--- src/logic/obb_pkg.sv ---
`default_nettype none

package obb_pkg;

    // Fixed-point widths
    localparam int POS_W   = 24;
    localparam int POINT_W = 22;
    localparam int AXIS_W  = 16;
    localparam int HALF_W  = 7;
    localparam int UV_W    = 24;
    localparam int PEN_W   = 32;

    // Dot product keeps both full products plus the carry of their sum
    localparam int DOT_W = POINT_W + AXIS_W + 1;

    // Scale alignment between positions, corners and u/v space
    localparam int POS_TO_POINT_SHIFT = 2;
    localparam int AXIS_FRAC_BITS     = 12;
    localparam int HALF_DIM_SHIFT     = 16;

    localparam int NUM_CORNERS = 4;

    typedef struct packed {
        logic signed [POINT_W-1:0] x;
        logic signed [POINT_W-1:0] y;
    } point_t;

    // One oriented box, axis components in Q4.12
    typedef struct packed {
        logic signed [POS_W-1:0]  pos_x;
        logic signed [POS_W-1:0]  pos_y;
        logic signed [AXIS_W-1:0] u_x;
        logic signed [AXIS_W-1:0] u_y;
        logic signed [AXIS_W-1:0] v_x;
        logic signed [AXIS_W-1:0] v_y;
        point_t [NUM_CORNERS-1:0] points;
        logic signed [HALF_W-1:0] half_width;
        logic signed [HALF_W-1:0] half_height;
    } obb_t;

    // Projected corner range along the reference axes
    typedef struct packed {
        logic signed [UV_W-1:0] min_u;
        logic signed [UV_W-1:0] max_u;
        logic signed [UV_W-1:0] min_v;
        logic signed [UV_W-1:0] max_v;
    } uv_extent_t;

    typedef struct packed {
        logic signed [PEN_W-1:0]  pen;
        logic signed [AXIS_W-1:0] normal_x;
        logic signed [AXIS_W-1:0] normal_y;
    } pen_cand_t;

    // Best u and v candidates of one projection direction
    typedef struct packed {
        pen_cand_t u;
        pen_cand_t v;
    } side_cands_t;

    // Payload of the first pipe stage
    typedef struct packed {
        side_cands_t a_on_b;
        side_cands_t b_on_a;
    } stage1_t;

    typedef struct packed {
        logic                     collision;
        logic signed [AXIS_W-1:0] normal_x;
        logic signed [AXIS_W-1:0] normal_y;
        logic signed [PEN_W-1:0]  pen;
    } contact_t;

endpackage

`default_nettype wire
--- src/logic/contact_select.sv ---
`timescale 1ns/1ps
`default_nettype none

module contact_select
    import obb_pkg::*;
(
    input  stage1_t  cands,
    output contact_t result
);

    // Winners per axis across both projection directions
    pen_cand_t best_u;
    pen_cand_t best_v;

    // Overall smallest penetration
    pen_cand_t best;

    // Second candidate replaces the first only when strictly smaller
    function automatic pen_cand_t smaller(
        input pen_cand_t first,
        input pen_cand_t second
    );
        pen_cand_t c;
        c = first;
        if (second.pen < first.pen) begin
            c = second;
        end
        return c;
    endfunction

    // A onto B is the default, B onto A must beat it
    assign best_u = smaller(cands.a_on_b.u, cands.b_on_a.u);
    assign best_v = smaller(cands.a_on_b.v, cands.b_on_a.v);

    // u keeps ties against v
    assign best = smaller(best_u, best_v);

    always_comb begin
        result.pen      = best.pen;
        result.normal_x = best.normal_x;
        result.normal_y = best.normal_y;
        // Any negative penetration means a separating axis exists
        result.collision = ~best.pen[PEN_W-1];
    end

endmodule

`default_nettype wire

--- config.mk ---
export PLATFORM = sky130hd
export DESIGN_NAME = contact_select
export DESIGN_NICKNAME = d
export VERILOG_FILES = /design/src/logic/obb_pkg.sv /design/src/logic/contact_select.sv
export SDC_FILE = /design/constraint.sdc
export NUM_CORES = 1
export LEC_CHECK = 0
export BUFFER_PORTS_ARGS = -buffer_cell sky130_fd_sc_hd__buf_4
export CORE_AREA = 2 2 124 126
export DETAILED_ROUTE_END_ITERATION = 16
export DIE_AREA = 0 0 126 128
export PLACE_DENSITY_LB_ADDON = 0.12
export SLEW_MARGIN = 10
export SYNTH_ARGS = -nofsm -noshare
export SYNTH_HDL_FRONTEND = slang
export SYNTH_SLANG_ARGS = --single-unit
--- constraint.sdc ---
create_clock -name vclk -period 4.94
set_input_delay 0 -clock vclk [all_inputs]
set_output_delay 0 -clock vclk [all_outputs]
set_load 0.03 [all_outputs]
==> summary.txt, run 1 <==
Status
  • Status: complete, no violations

Route
  • Routed length per instance: approximately 20 um
  • Antenna Nets Post-Route: 0
  • Iteration-0 DRC Markers: 120
  • Via density: approximately 5.0
  • Routed length on met1: ~8300 um
  • WL met3: 1400 um
  • DRC viols: 0
  • Routed wire length: about 21,000 um
  • Vias: 5,454
  • DRT Pass-1 Iters: 4
  • Met2 Routed Length: 11,100 um
  • Uppermost layer routed: met4

Hold path
  • Hold Path Class: input port to primary output
  • Hold depth: 4

Final layout
  • Final Instance Area: between 7000 and 8000 um^2
  • Reg area: 0 um^2
  • Area occupied by multi-input gates: roughly 4400 um^2
  • Final nets: approximately 1.3k
  • Most frequent cells in the layout: 339 x buf_4, 161 x mux2i_1, 96 x inv_1
  • Commonest non-fill, non-tap cell in the layout: buf_4
  • Final core utilization: a little over half
  • Non-Filler Instances: 1,091
  • Fillers: between 1k and 1.5k
  • Area grow syn2layout: 77.0%
  • CLK BUF: 0
  • Share of cells above drive strength 1: 46.6%
  • FF+latch count: 0

Global route
  • Initial antenna violation count: 3
  • Largest net degree at the start of global routing: 32
  • First-pass GRT wire length: 30,200 um
  • Total Routing Usage GR: 23.7%
  • Remaining Overflow, GRT: 0
  • Vias in the first global route: around 5.4k

Critical path
  • CP endpoint kind: primary output
  • CP Cell Sequence: buf_4, ha_1, a21o_1, a221o_1, a211oi_2, o22ai_2, a221oi_4, buf_6, clkbuf_16, mux2i_2, inv_1, ha_1, nor3b_1, o311ai_1, a31oi_1, a21oi_2, nor4b_4, o31ai_4, o21ai_4, buf_6, buf_12, clkbuf_16, mux2i_1, buf_4
  • Slowest cell delay on critical path: 0.39 ns
  • Worst Path Required: 4.94 ns
  • Crit path kind: input port to primary output
  • Critical Path AT: around 4.8 ns
  • Top delay family on crit path: compound AO/OA/AOI/OAI gates
  • Crit path to: result[48]
  • Crit start category: input port
  • Setup crit start: cands[57]
  • Crit path max-delay cell type: nor4b_4
  • Crit path depth: 24
  • Worst path bufs/invs: 8
  • CP max FO: 8

Timing
  • Maximum clock rate: roughly 210 MHz
  • Min cycle time layout: 4.77 ns
  • Setup TNS: 0 ns
  • Relative slew slack: roughly half
  • # setup viols final: 0
  • Final period utilization: a little over nine tenths
  • Slew Viols, Final: 0
  • Final hold viol count: 0
  • Worst-Margin Slew: between 0.7 and 0.8 ns

Logic synthesis
  • Synthesized area: roughly 4500 um^2
  • Sequential element share of the synthesized area: 0%
  • Library cells used by synthesis: 41
  • Syn_nets: between 900 and 1k
  • Gate count of the mapped netlist: between 500 and 600
  • Warnings, synthesis: 0
  • Synthesized area per cell: 8.07 um^2

Floorplanning
  • Die X: ~130 um
  • Area of the die: between 15,000 and 20,000 um^2
  • Starting Density: between 30% and 40%
  • Boundary pin count: ~320
  • Core area: about 15,000 um^2
  • Chip height: roughly 130 um
  • Row cnt: between 40 and 50

CTS
  • CTS Hold Bufs: 0

Placement
  • Post-DP HPWL: approximately 18,000 um
  • Port bufs: approximately 320
  • Final RePlAce weighted congestion: slightly below 1
  • Placed cell area: 7280 um^2
  • Dpl cells: roughly 1.1k

Pwr
  • PwrDens: ~360 nW/um^2
  • Pleak: 4.49 nW
  • Worst VDD drop: slightly above 0.2 mV

Run
  • Max-Cap Viols: 0
==> final cells by class <==
type	count	area share, %
inverter	96	4.52
multi-input combinational	441	55.3
antenna	3	0.0942
tap	188	2.95
timing repair buffer	363	37.1
==> per-layer routing <==
metal	global-route usage [%]	vias up
met5	0	-
met2	45.0	185
li1	-	2727
met3	5.01	32
met1	27.1	2510
met4	5.17	0
==> per-stage QoR <==
step | worst slack [ns] | hold slack, ns | power, mW
final | 0.174 | 0.425 | 2.86
after floorplan | 0.347 | 0.331 | 1.54
after global routing | -0.0625 | 0.450 | 3.02
after CTS | 0.0277 | 0.428 | 2.47
after detailed placement | -0.308 | 0.418 | 2.46
after global placement | -0.177 | 0.422 | 2.44
==> cells in the mapped netlist (all sizes together), types with 5 or more instances <==
library cell / count / area share, %
nor3: 5 / 0.56
nand2: 22 / 1.8
ha: 93 / 26
o21ai: 16 / 1.8
nor2: 8 / 0.67
a21oi: 32 / 3.6
a211oi: 7 / 1.3
nand4: 13 / 1.8
buf: 21 / 3.4
inv: 96 / 8.0
nand3: 7 / 0.78
mux2i: 190 / 42
==> where the power goes <==
| group | switching (mW) | internal [mW] |
|---|---|---|
| Sequential | 0 | 0 |
| Combinational | 1.51 | 1.35 |
| Clock | 0 | 0.0000000813 |
==> what timing repair did <==
| item | 4_1_cts | 5_1_grt |
|---|---|---|
| resized for setup | 5 | 82 |
| endpoints found under the hold margin | 0 | 0 |
| buffers inserted | 0 | 16 |
| pin swaps | 0 | 12 |
| setup endpoints to repair | 64 | 64 |
| gates cloned | 0 | 6 |
==> how the worst min path moves through the flow <==
stage / startpoint / end / slack [ns]
2_1_floorplan: cands[192] / result[32] / 0.33
3_3_place_gp: cands[73] / result[41] / 0.42
3_5_place_dp: cands[211] / result[51] / 0.42
4_1_cts: cands[213] / result[53] / 0.43
5_1_grt: cands[83] / result[51] / 0.45
6_report: cands[213] / result[53] / 0.43
==> cells by family (layout without fill, tap and decap cells) <==
logic type / count (synthesis) / count (layout) / share of synthesized area [%]
and+or+nand+nor: 75 / 75 / 8.94
buffers and inverters: 117 / 459 / 11.4
AOI/OAI and AO/OA: 81 / 81 / 11.2
other: 0 / 3 / 0
muxes: 192 / 192 / 42.7
adders and majority gates: 93 / 93 / 25.8
Power figures use the tool's default switching activity.
==> run 2, diff against run 1 <==
CORE_AREA = 5 5 120 122   (was 2 2 124 126)
DIE_AREA = 0 0 125 127   (was 0 0 126 128)
SKIP_LAST_GASP = 1   (was unset)
==> run 2 against run 1 <==
Compared with the run above: final cell count fell by 1.7%; via count increased by 0.61%; combinational power is 3% lower; core utilization is 6.1 points higher; largest power group unchanged.
==> summary.txt, run 2 (synthesized netlist as in run 1, its figures left out) <==
Timing
  • Relative slew slack: 51.5% (was 48.7%)
  • Final period utilization: 97.4% (was 96.5%)
  • Final worst setup slack: 0.131 ns (was 0.174 ns)
  • Fin Hold WS: 0.422 ns (was 0.425 ns)
  • Min cycle time layout: 4.81 ns (was 4.77 ns)
  • Worst-Margin Slew: 0.718 ns (was 0.759 ns)
  • Maximum clock rate: 208 MHz (was 210 MHz)
  • # setup viols final: 0 (unchanged)
  • Final hold viol count: 0 (unchanged)
  • Slew Viols, Final: 0 (unchanged)

Final layout
  • N_diodes: 0 (was 3)
  • Final nets: 1,247 (was 1,251)
  • Most frequent cells in the layout: 338 x buf_4, 166 x mux2i_1, 96 x inv_1 (was 339 x buf_4, 161 x mux2i_1, 96 x inv_1)
  • Share of cells above drive strength 1: 45.2% (was 46.6%)
  • Final core utilization: 59.7% (was 53.6%)
  • Reg area: 0 um^2 (unchanged)
  • FF+latch count: 0 (unchanged)
  • Commonest non-fill, non-tap cell in the layout: buf_4 (unchanged)
  • CLK BUF: 0 (unchanged)
  • Fillers: 1,196 (was 1,412)
  • Area grow syn2layout: 73.3% (was 77.0%)

Hold path
  • Hold depth: 4 (unchanged)
  • Min-Delay Endpoint: result[35] (was result[53])
  • Hold Path Class: input port to primary output (unchanged)
  • Hold Crit Start: cands[195] (was cands[213])

Floorplanning
  • Boundary pin count: 321 (unchanged)
  • Starting Density: 34.4% (was 30.3%)
  • Die X: 125 um (was 126 um)
  • Chip height: 127 um (was 128 um)
  • Area of the die: 15,900 um^2 (was 16,100 um^2)
  • Row cnt: 42 (was 45)
  • Core area: 13,100 um^2 (was 14,900 um^2)

Global route
  • Largest net degree at the start of global routing: 33 (was 32)
  • Total Routing Usage GR: 23.6% (was 23.7%)
  • Remaining Overflow, GRT: 0 (unchanged)
  • Vias in the first global route: 5,550 (was 5,421)
  • Initial antenna violation count: 0 (was 3)
  • First-pass GRT wire length: 30,600 um (was 30,200 um)

Route
  • Routed length per instance: 20.1 um (was 19.6 um)
  • Vias: 5,487 (was 5,454)
  • Routed wire length: 21,500 um (was 21,400 um)
  • DRT Pass-1 Iters: 4 (unchanged)
  • DRC viols: 0 (unchanged)
  • Via density: 5.12 (was 5.00)
  • Antenna Nets Post-Route: 0 (unchanged)
  • Iteration-0 DRC Markers: 229 (was 120)

Pwr
  • Switching power: 1.52 mW (was 1.51 mW)
  • Pleak: 4.47 nW (was 4.49 nW)
  • Worst VDD drop: 0.156 mV (was 0.206 mV)
  • PwrDens: 355 nW/um^2 (was 359 nW/um^2)
  • Gate power share: 100.0% (about the same)
  • Sw Share: 54.8% (was 52.8%)
  • Total Power: 2.77 mW (was 2.86 mW)
  • Clock network power share: 0% (about the same)
  • Internal: 1.25 mW (was 1.35 mW)
  • Sequential Power Share: 0% (about the same)

Placement
  • Setup WS pre-CTS: -0.0713 ns (was -0.308 ns)
  • Post-DP HPWL: 18,100 um (was 18,300 um)
  • Final RePlAce weighted congestion: 0.951 (was 0.964)
  • Port bufs: 321 (unchanged)

Critical path
  • Worst path bufs/invs: 7 (was 8)
  • CP endpoint kind: primary output (unchanged)
  • Crit path depth: 23 (was 24)
  • Crit path max-delay cell type: a211oi_2 (was nor4b_4)
  • Setup crit start: cands[34] (was cands[57])
  • Crit start category: input port (unchanged)
  • Crit path kind: input port to primary output (unchanged)
  • Critical Path Most Common Cell: buf_12
  • Top delay family on crit path: compound AO/OA/AOI/OAI gates (unchanged)
  • Worst Path Required: 4.94 ns (about the same)
  • Critical Path AT: 4.81 ns (was 4.77 ns)
  • Slowest cell delay on critical path: 0.39 ns (about the same)
  • CP Cell Sequence: buf_4, ha_1, a211oi_2, o21ai_1, a211oi_2, o41ai_4, a221oi_4, buf_12, buf_12, mux2i_2, inv_1, ha_1, nand4_1, o311ai_0, a31oi_1, a21oi_2, nor4b_4, o31ai_4, o21ai_4, buf_6, buf_12, mux2i_1, buf_4 (was buf_4, ha_1, a21o_1, a221o_1, a211oi_2, o22ai_2, a221oi_4, buf_6, clkbuf_16, mux2i_2, inv_1, ha_1, nor3b_1, o311ai_1, a31oi_1, a21oi_2, nor4b_4, o31ai_4, o21ai_4, buf_6, buf_12, clkbuf_16, mux2i_1, buf_4)
  • CP max FO: 8 (unchanged)

Status
  • Status: complete, no violations (unchanged)

Run
  • Max-Cap Viols: 0 (unchanged)

CTS
  • CTS Hold Bufs: 0 (unchanged)
-- run 2: changes by cell type in the layout (fill, tap and decap cells not counted), moves of 3 or more --
cell     previous run  this run
mux2i_4            12         9
diode_2             3         0
ha_1               89        93
mux2i_1           161       166
-- run 2: final cells by class --
| type | count | area (um^2) | share of cell area [%] |
|---|---|---|---|
| well taps | 176 | 220 | 2.82 |
| multi-input cells | 441 | 4330 | 55.4 |
| repair buffers | 359 | 2900 | 37.2 |
| inverters | 96 | 360 | 4.61 |
-- run 2: repair_timing --
| item | 4_1_cts | 5_1_grt |
|---|---|---|
| gates cloned | 0 | 7 |
| endpoints found under the setup margin | 10 | 64 |
| setup buffers | 1 | 20 |
| resized for setup | 5 | 58 |
| pin swaps | 1 | 11 |
-- run 2: worst max path at each step --
stage	endpoint
final	result[52]
after global routing	result[58]
after CTS	result[33]
after detailed placement	result[16]
after global placement	result[17]
after floorplan	result[10]
-- run 2: worst min-delay path: stages --
cell	delay (ns)
buf_4	0.08
mux2i_1	0.05
mux2i_1	0.12
buf_4	0.18
-- run 2: power groups by stage --
stage	combinational, mW	clock [mW]	sequential (mW)
3_5_place_dp	2.39	0	0
5_1_grt	2.90	0	0
2_1_floorplan	1.54	0	0
4_1_cts	2.41	0	0
3_3_place_gp	2.38	0	0
6_report	2.77	0	0
-- run 2: metal layers --
metal	GRT usage [%]	part of all wire, %
met5	0	0
met4	4.27	2.2
met3	3.96	5.1
met2	46.5	53
met1	26.6	39
-- run 2: metrics by stage --
stage	std cells	area [um^2]	TNS (ns)
2_1_floorplan	558	4510	0
6_report	1072	7810	0
4_1_cts	1046	7200	0
3_3_place_gp	1045	7170	0
5_1_grt	1072	7810	-1.47
3_5_place_dp	1045	7170	-0.237
==> run 3, diff against run 2 <==
CORE_AREA = 2 2 124 126   (was 5 5 120 122)
DIE_AREA = 0 0 126 128   (was 0 0 125 127)
TNS_END_PERCENT = 30   (was unset)
clock period = 5.6 ns   (was 4.94 ns; I/O delays follow)
==> run 3 against run 2 <==
Compared with the run above: cell area shrank 7.3%; routed wire length down 2.8%; first-iteration DRC count decreased by 14%; non-clock buffer count is 23 lower; total power is 24% lower; sequential share of layout area did not move; sequential cell count unchanged; die area increased by 1.6%; final cell count shrank 0.84%; core utilization decreased by 11 points; clock-buffer cell count stayed put; critical path type unchanged; critical endpoint is now result[55]; largest cell class unchanged; largest power group unchanged.
==> summary.txt, run 3 (synthesized netlist as in run 1, its figures left out) <==
Floorplanning
  • Starting Density: 30.3% (was 34.4%)
  • Boundary pin count: 321 (unchanged)
  • Die X: 126 um (was 125 um)
  • Chip height: 128 um (was 127 um)
  • Row cnt: 45 (was 42)
  • Area of the die: 16,100 um^2 (was 15,900 um^2)
  • Core area: 14,900 um^2 (was 13,100 um^2)

Global route
  • First-pass GRT wire length: 30,300 um (was 30,600 um)
  • Largest net degree at the start of global routing: 40 (was 33)
  • Remaining Overflow, GRT: 0 (unchanged)
  • Initial antenna violation count: 2 (was 0)
  • Vias in the first global route: 5,278 (was 5,550)
  • Total Routing Usage GR: 24.1% (was 23.6%)

Status
  • Status: complete, no violations (unchanged)

Final layout
  • Reg area: 0 um^2 (unchanged)
  • Commonest non-fill, non-tap cell in the layout: buf_4 (unchanged)
  • CLK BUF: 0 (unchanged)
  • FF+latch count: 0 (unchanged)
  • Share of cells above drive strength 1: 39.6% (was 45.2%)
  • Final nets: 1,224 (was 1,247)
  • Non-Filler Instances: 1,063 (was 1,072)
  • Final core utilization: 48.7% (was 59.7%)
  • Most frequent cells in the layout: 331 x buf_4, 190 x mux2i_1, 96 x inv_1 (was 338 x buf_4, 166 x mux2i_1, 96 x inv_1)
  • Area grow syn2layout: 60.6% (was 73.3%)

Timing
  • RSZ-0062 raised after global routing: false
  • Final hold viol count: 0 (unchanged)
  • Setup TNS: 0 ns (unchanged)
  • Slew Viols, Final: 0 (unchanged)
  • Worst-Margin Slew: 0.904 ns (was 0.718 ns)
  • # setup viols final: 0 (unchanged)
  • Final worst setup slack: 0.392 ns (was 0.131 ns)
  • Final period utilization: ~93%
  • Maximum clock rate: between 150 and 200 MHz
  • Relative slew slack: 38.9% (was 51.5%)
  • Min cycle time layout: about 5.2 ns

Critical path
  • CP Cell Sequence: buf_4, ha_1, a21oi_1, o21ai_1, nor4_2, nor2_1, nor3_1, a21oi_4, buf_4, buf_4, mux2i_1, ha_1, a2111oi_0, o21ai_1, o211ai_1, a21oi_1, nor4b_1, o31ai_1, o21ai_4, buf_12, buf_12, mux2i_1, buf_4 (was buf_4, ha_1, a211oi_2, o21ai_1, a211oi_2, o41ai_4, a221oi_4, buf_12, buf_12, mux2i_2, inv_1, ha_1, nand4_1, o311ai_0, a31oi_1, a21oi_2, nor4b_4, o31ai_4, o21ai_4, buf_6, buf_12, mux2i_1, buf_4)
  • Critical Path Most Common Cell: buf_4 (was buf_12)
  • Crit path max-delay cell type: nor4_2 (was a211oi_2)
  • CP endpoint kind: primary output (unchanged)
  • Worst Path Required: 5.60 ns (was 4.94 ns)
  • Critical Path AT: 5.21 ns (was 4.81 ns)
  • Slowest cell delay on critical path: 0.49 ns (was 0.39 ns)
  • Crit path kind: input port to primary output (unchanged)
  • Crit start category: input port (unchanged)
  • CP max FO: 39 (was 8)

Pwr
  • Pleak: 4.30 nW (was 4.47 nW)
  • PwrDens: 291 nW/um^2 (was 355 nW/um^2)
  • Worst VDD drop: 0.227 mV (was 0.156 mV)

Run
  • Max-Cap Viols: 0 (unchanged)

Placement
  • Final RePlAce weighted congestion: 1.01 (was 0.951)
  • Setup WS pre-CTS: 0.115 ns (was -0.0713 ns)
  • Port bufs: 321 (unchanged)
  • Post-DP HPWL: 18,900 um (was 18,100 um)
  • Dpl cells: 1,056 (was 1,045)

CTS
  • CTS Hold Bufs: 0 (unchanged)

Hold path
  • Hold Path Class: input port to primary output (unchanged)
  • Hold depth: 4 (unchanged)
  • Hold Crit Start: cands[200] (was cands[195])
  • Min-Delay Endpoint: result[40] (was result[35])

Route
  • Vias: 5,274 (was 5,487)
  • Iteration-0 DRC Markers: 196 (was 229)
  • Routed length per instance: 19.7 um (was 20.1 um)
  • DRT Pass-1 Iters: 4 (unchanged)
  • Routed wire length: 20,900 um (was 21,500 um)
  • Antenna Nets Post-Route: 0 (unchanged)
  • DRC viols: 0 (unchanged)
  • Via density: 4.96 (was 5.12)
-- run 3: cell types whose count changed in the layout (fill, tap and decap cells not counted), sizes merged --
cell,previous run,this run
clkbuf,5,0
diode,0,2
buf,354,336
-- run 3: worst max-delay path: cells and delay by family --
family | cells | cell delay, ns
adder cells (fa/ha/maj) | 2 | 0.55
buffers and inverters | 6 | 1.24
AO/OA/AOI/OAI | 9 | 1.48
multiplexers | 2 | 0.45
AND/OR/NAND/NOR | 4 | 1.44
-- run 3: cell type report --
type,instances,area [um^2]
tap,188,235
inverter,96,360
antenna,2,5.00
timing repair buffer,336,2580
multi-input combinational,441,4060
fill,1472,7630
-- run 3: timing repair --
item,in CTS,in global routing
setup buffers,0,5
gates resized for setup,0,6
endpoints found under the setup margin,0,59
-- run 3: stage by stage --
step | cell area, um^2 | hold WS (ns) | power (mW)
3_3_place_gp | 7160 | 0.433 | 2.08
4_1_cts | 7160 | 0.435 | 2.10
6_report | 7240 | 0.431 | 2.10
3_5_place_dp | 7160 | 0.428 | 2.09
5_1_grt | 7230 | 0.450 | 2.22
2_1_floorplan | 4510 | 0.331 | 1.36
-- run 3: worst max path at each step --
stage	startpoint	to	slack (ns)	depth (start not counted)
after global placement	cands[127]	result[39]	0.18	19
after detailed placement	cands[127]	result[55]	0.12	20
after global routing	cands[57]	result[50]	0.03	22
after CTS	cands[127]	result[55]	0.1	20
after floorplan	cands[185]	result[10]	1.01	22
final	cands[123]	result[55]	0.39	23
-- run 3: layer usage --
metal | up-vias | wire [um] | GRT usage (%)
met5 | - | 0 | 0
met4 | 0 | 419 | 4.14
met3 | 20 | 1340 | 4.59
met2 | 180 | 10800 | 46.0
met1 | 2418 | 8340 | 28.1
li1 | 2656 | - | -
-- run 3: power breakdown --
part	switching, mW	leakage, nW	total, mW	internal, mW
registers	0	0	0	0
clock network	0	0.0000127	0.0000000480	0.0000000480
logic	1.21	4.30	2.10	0.890
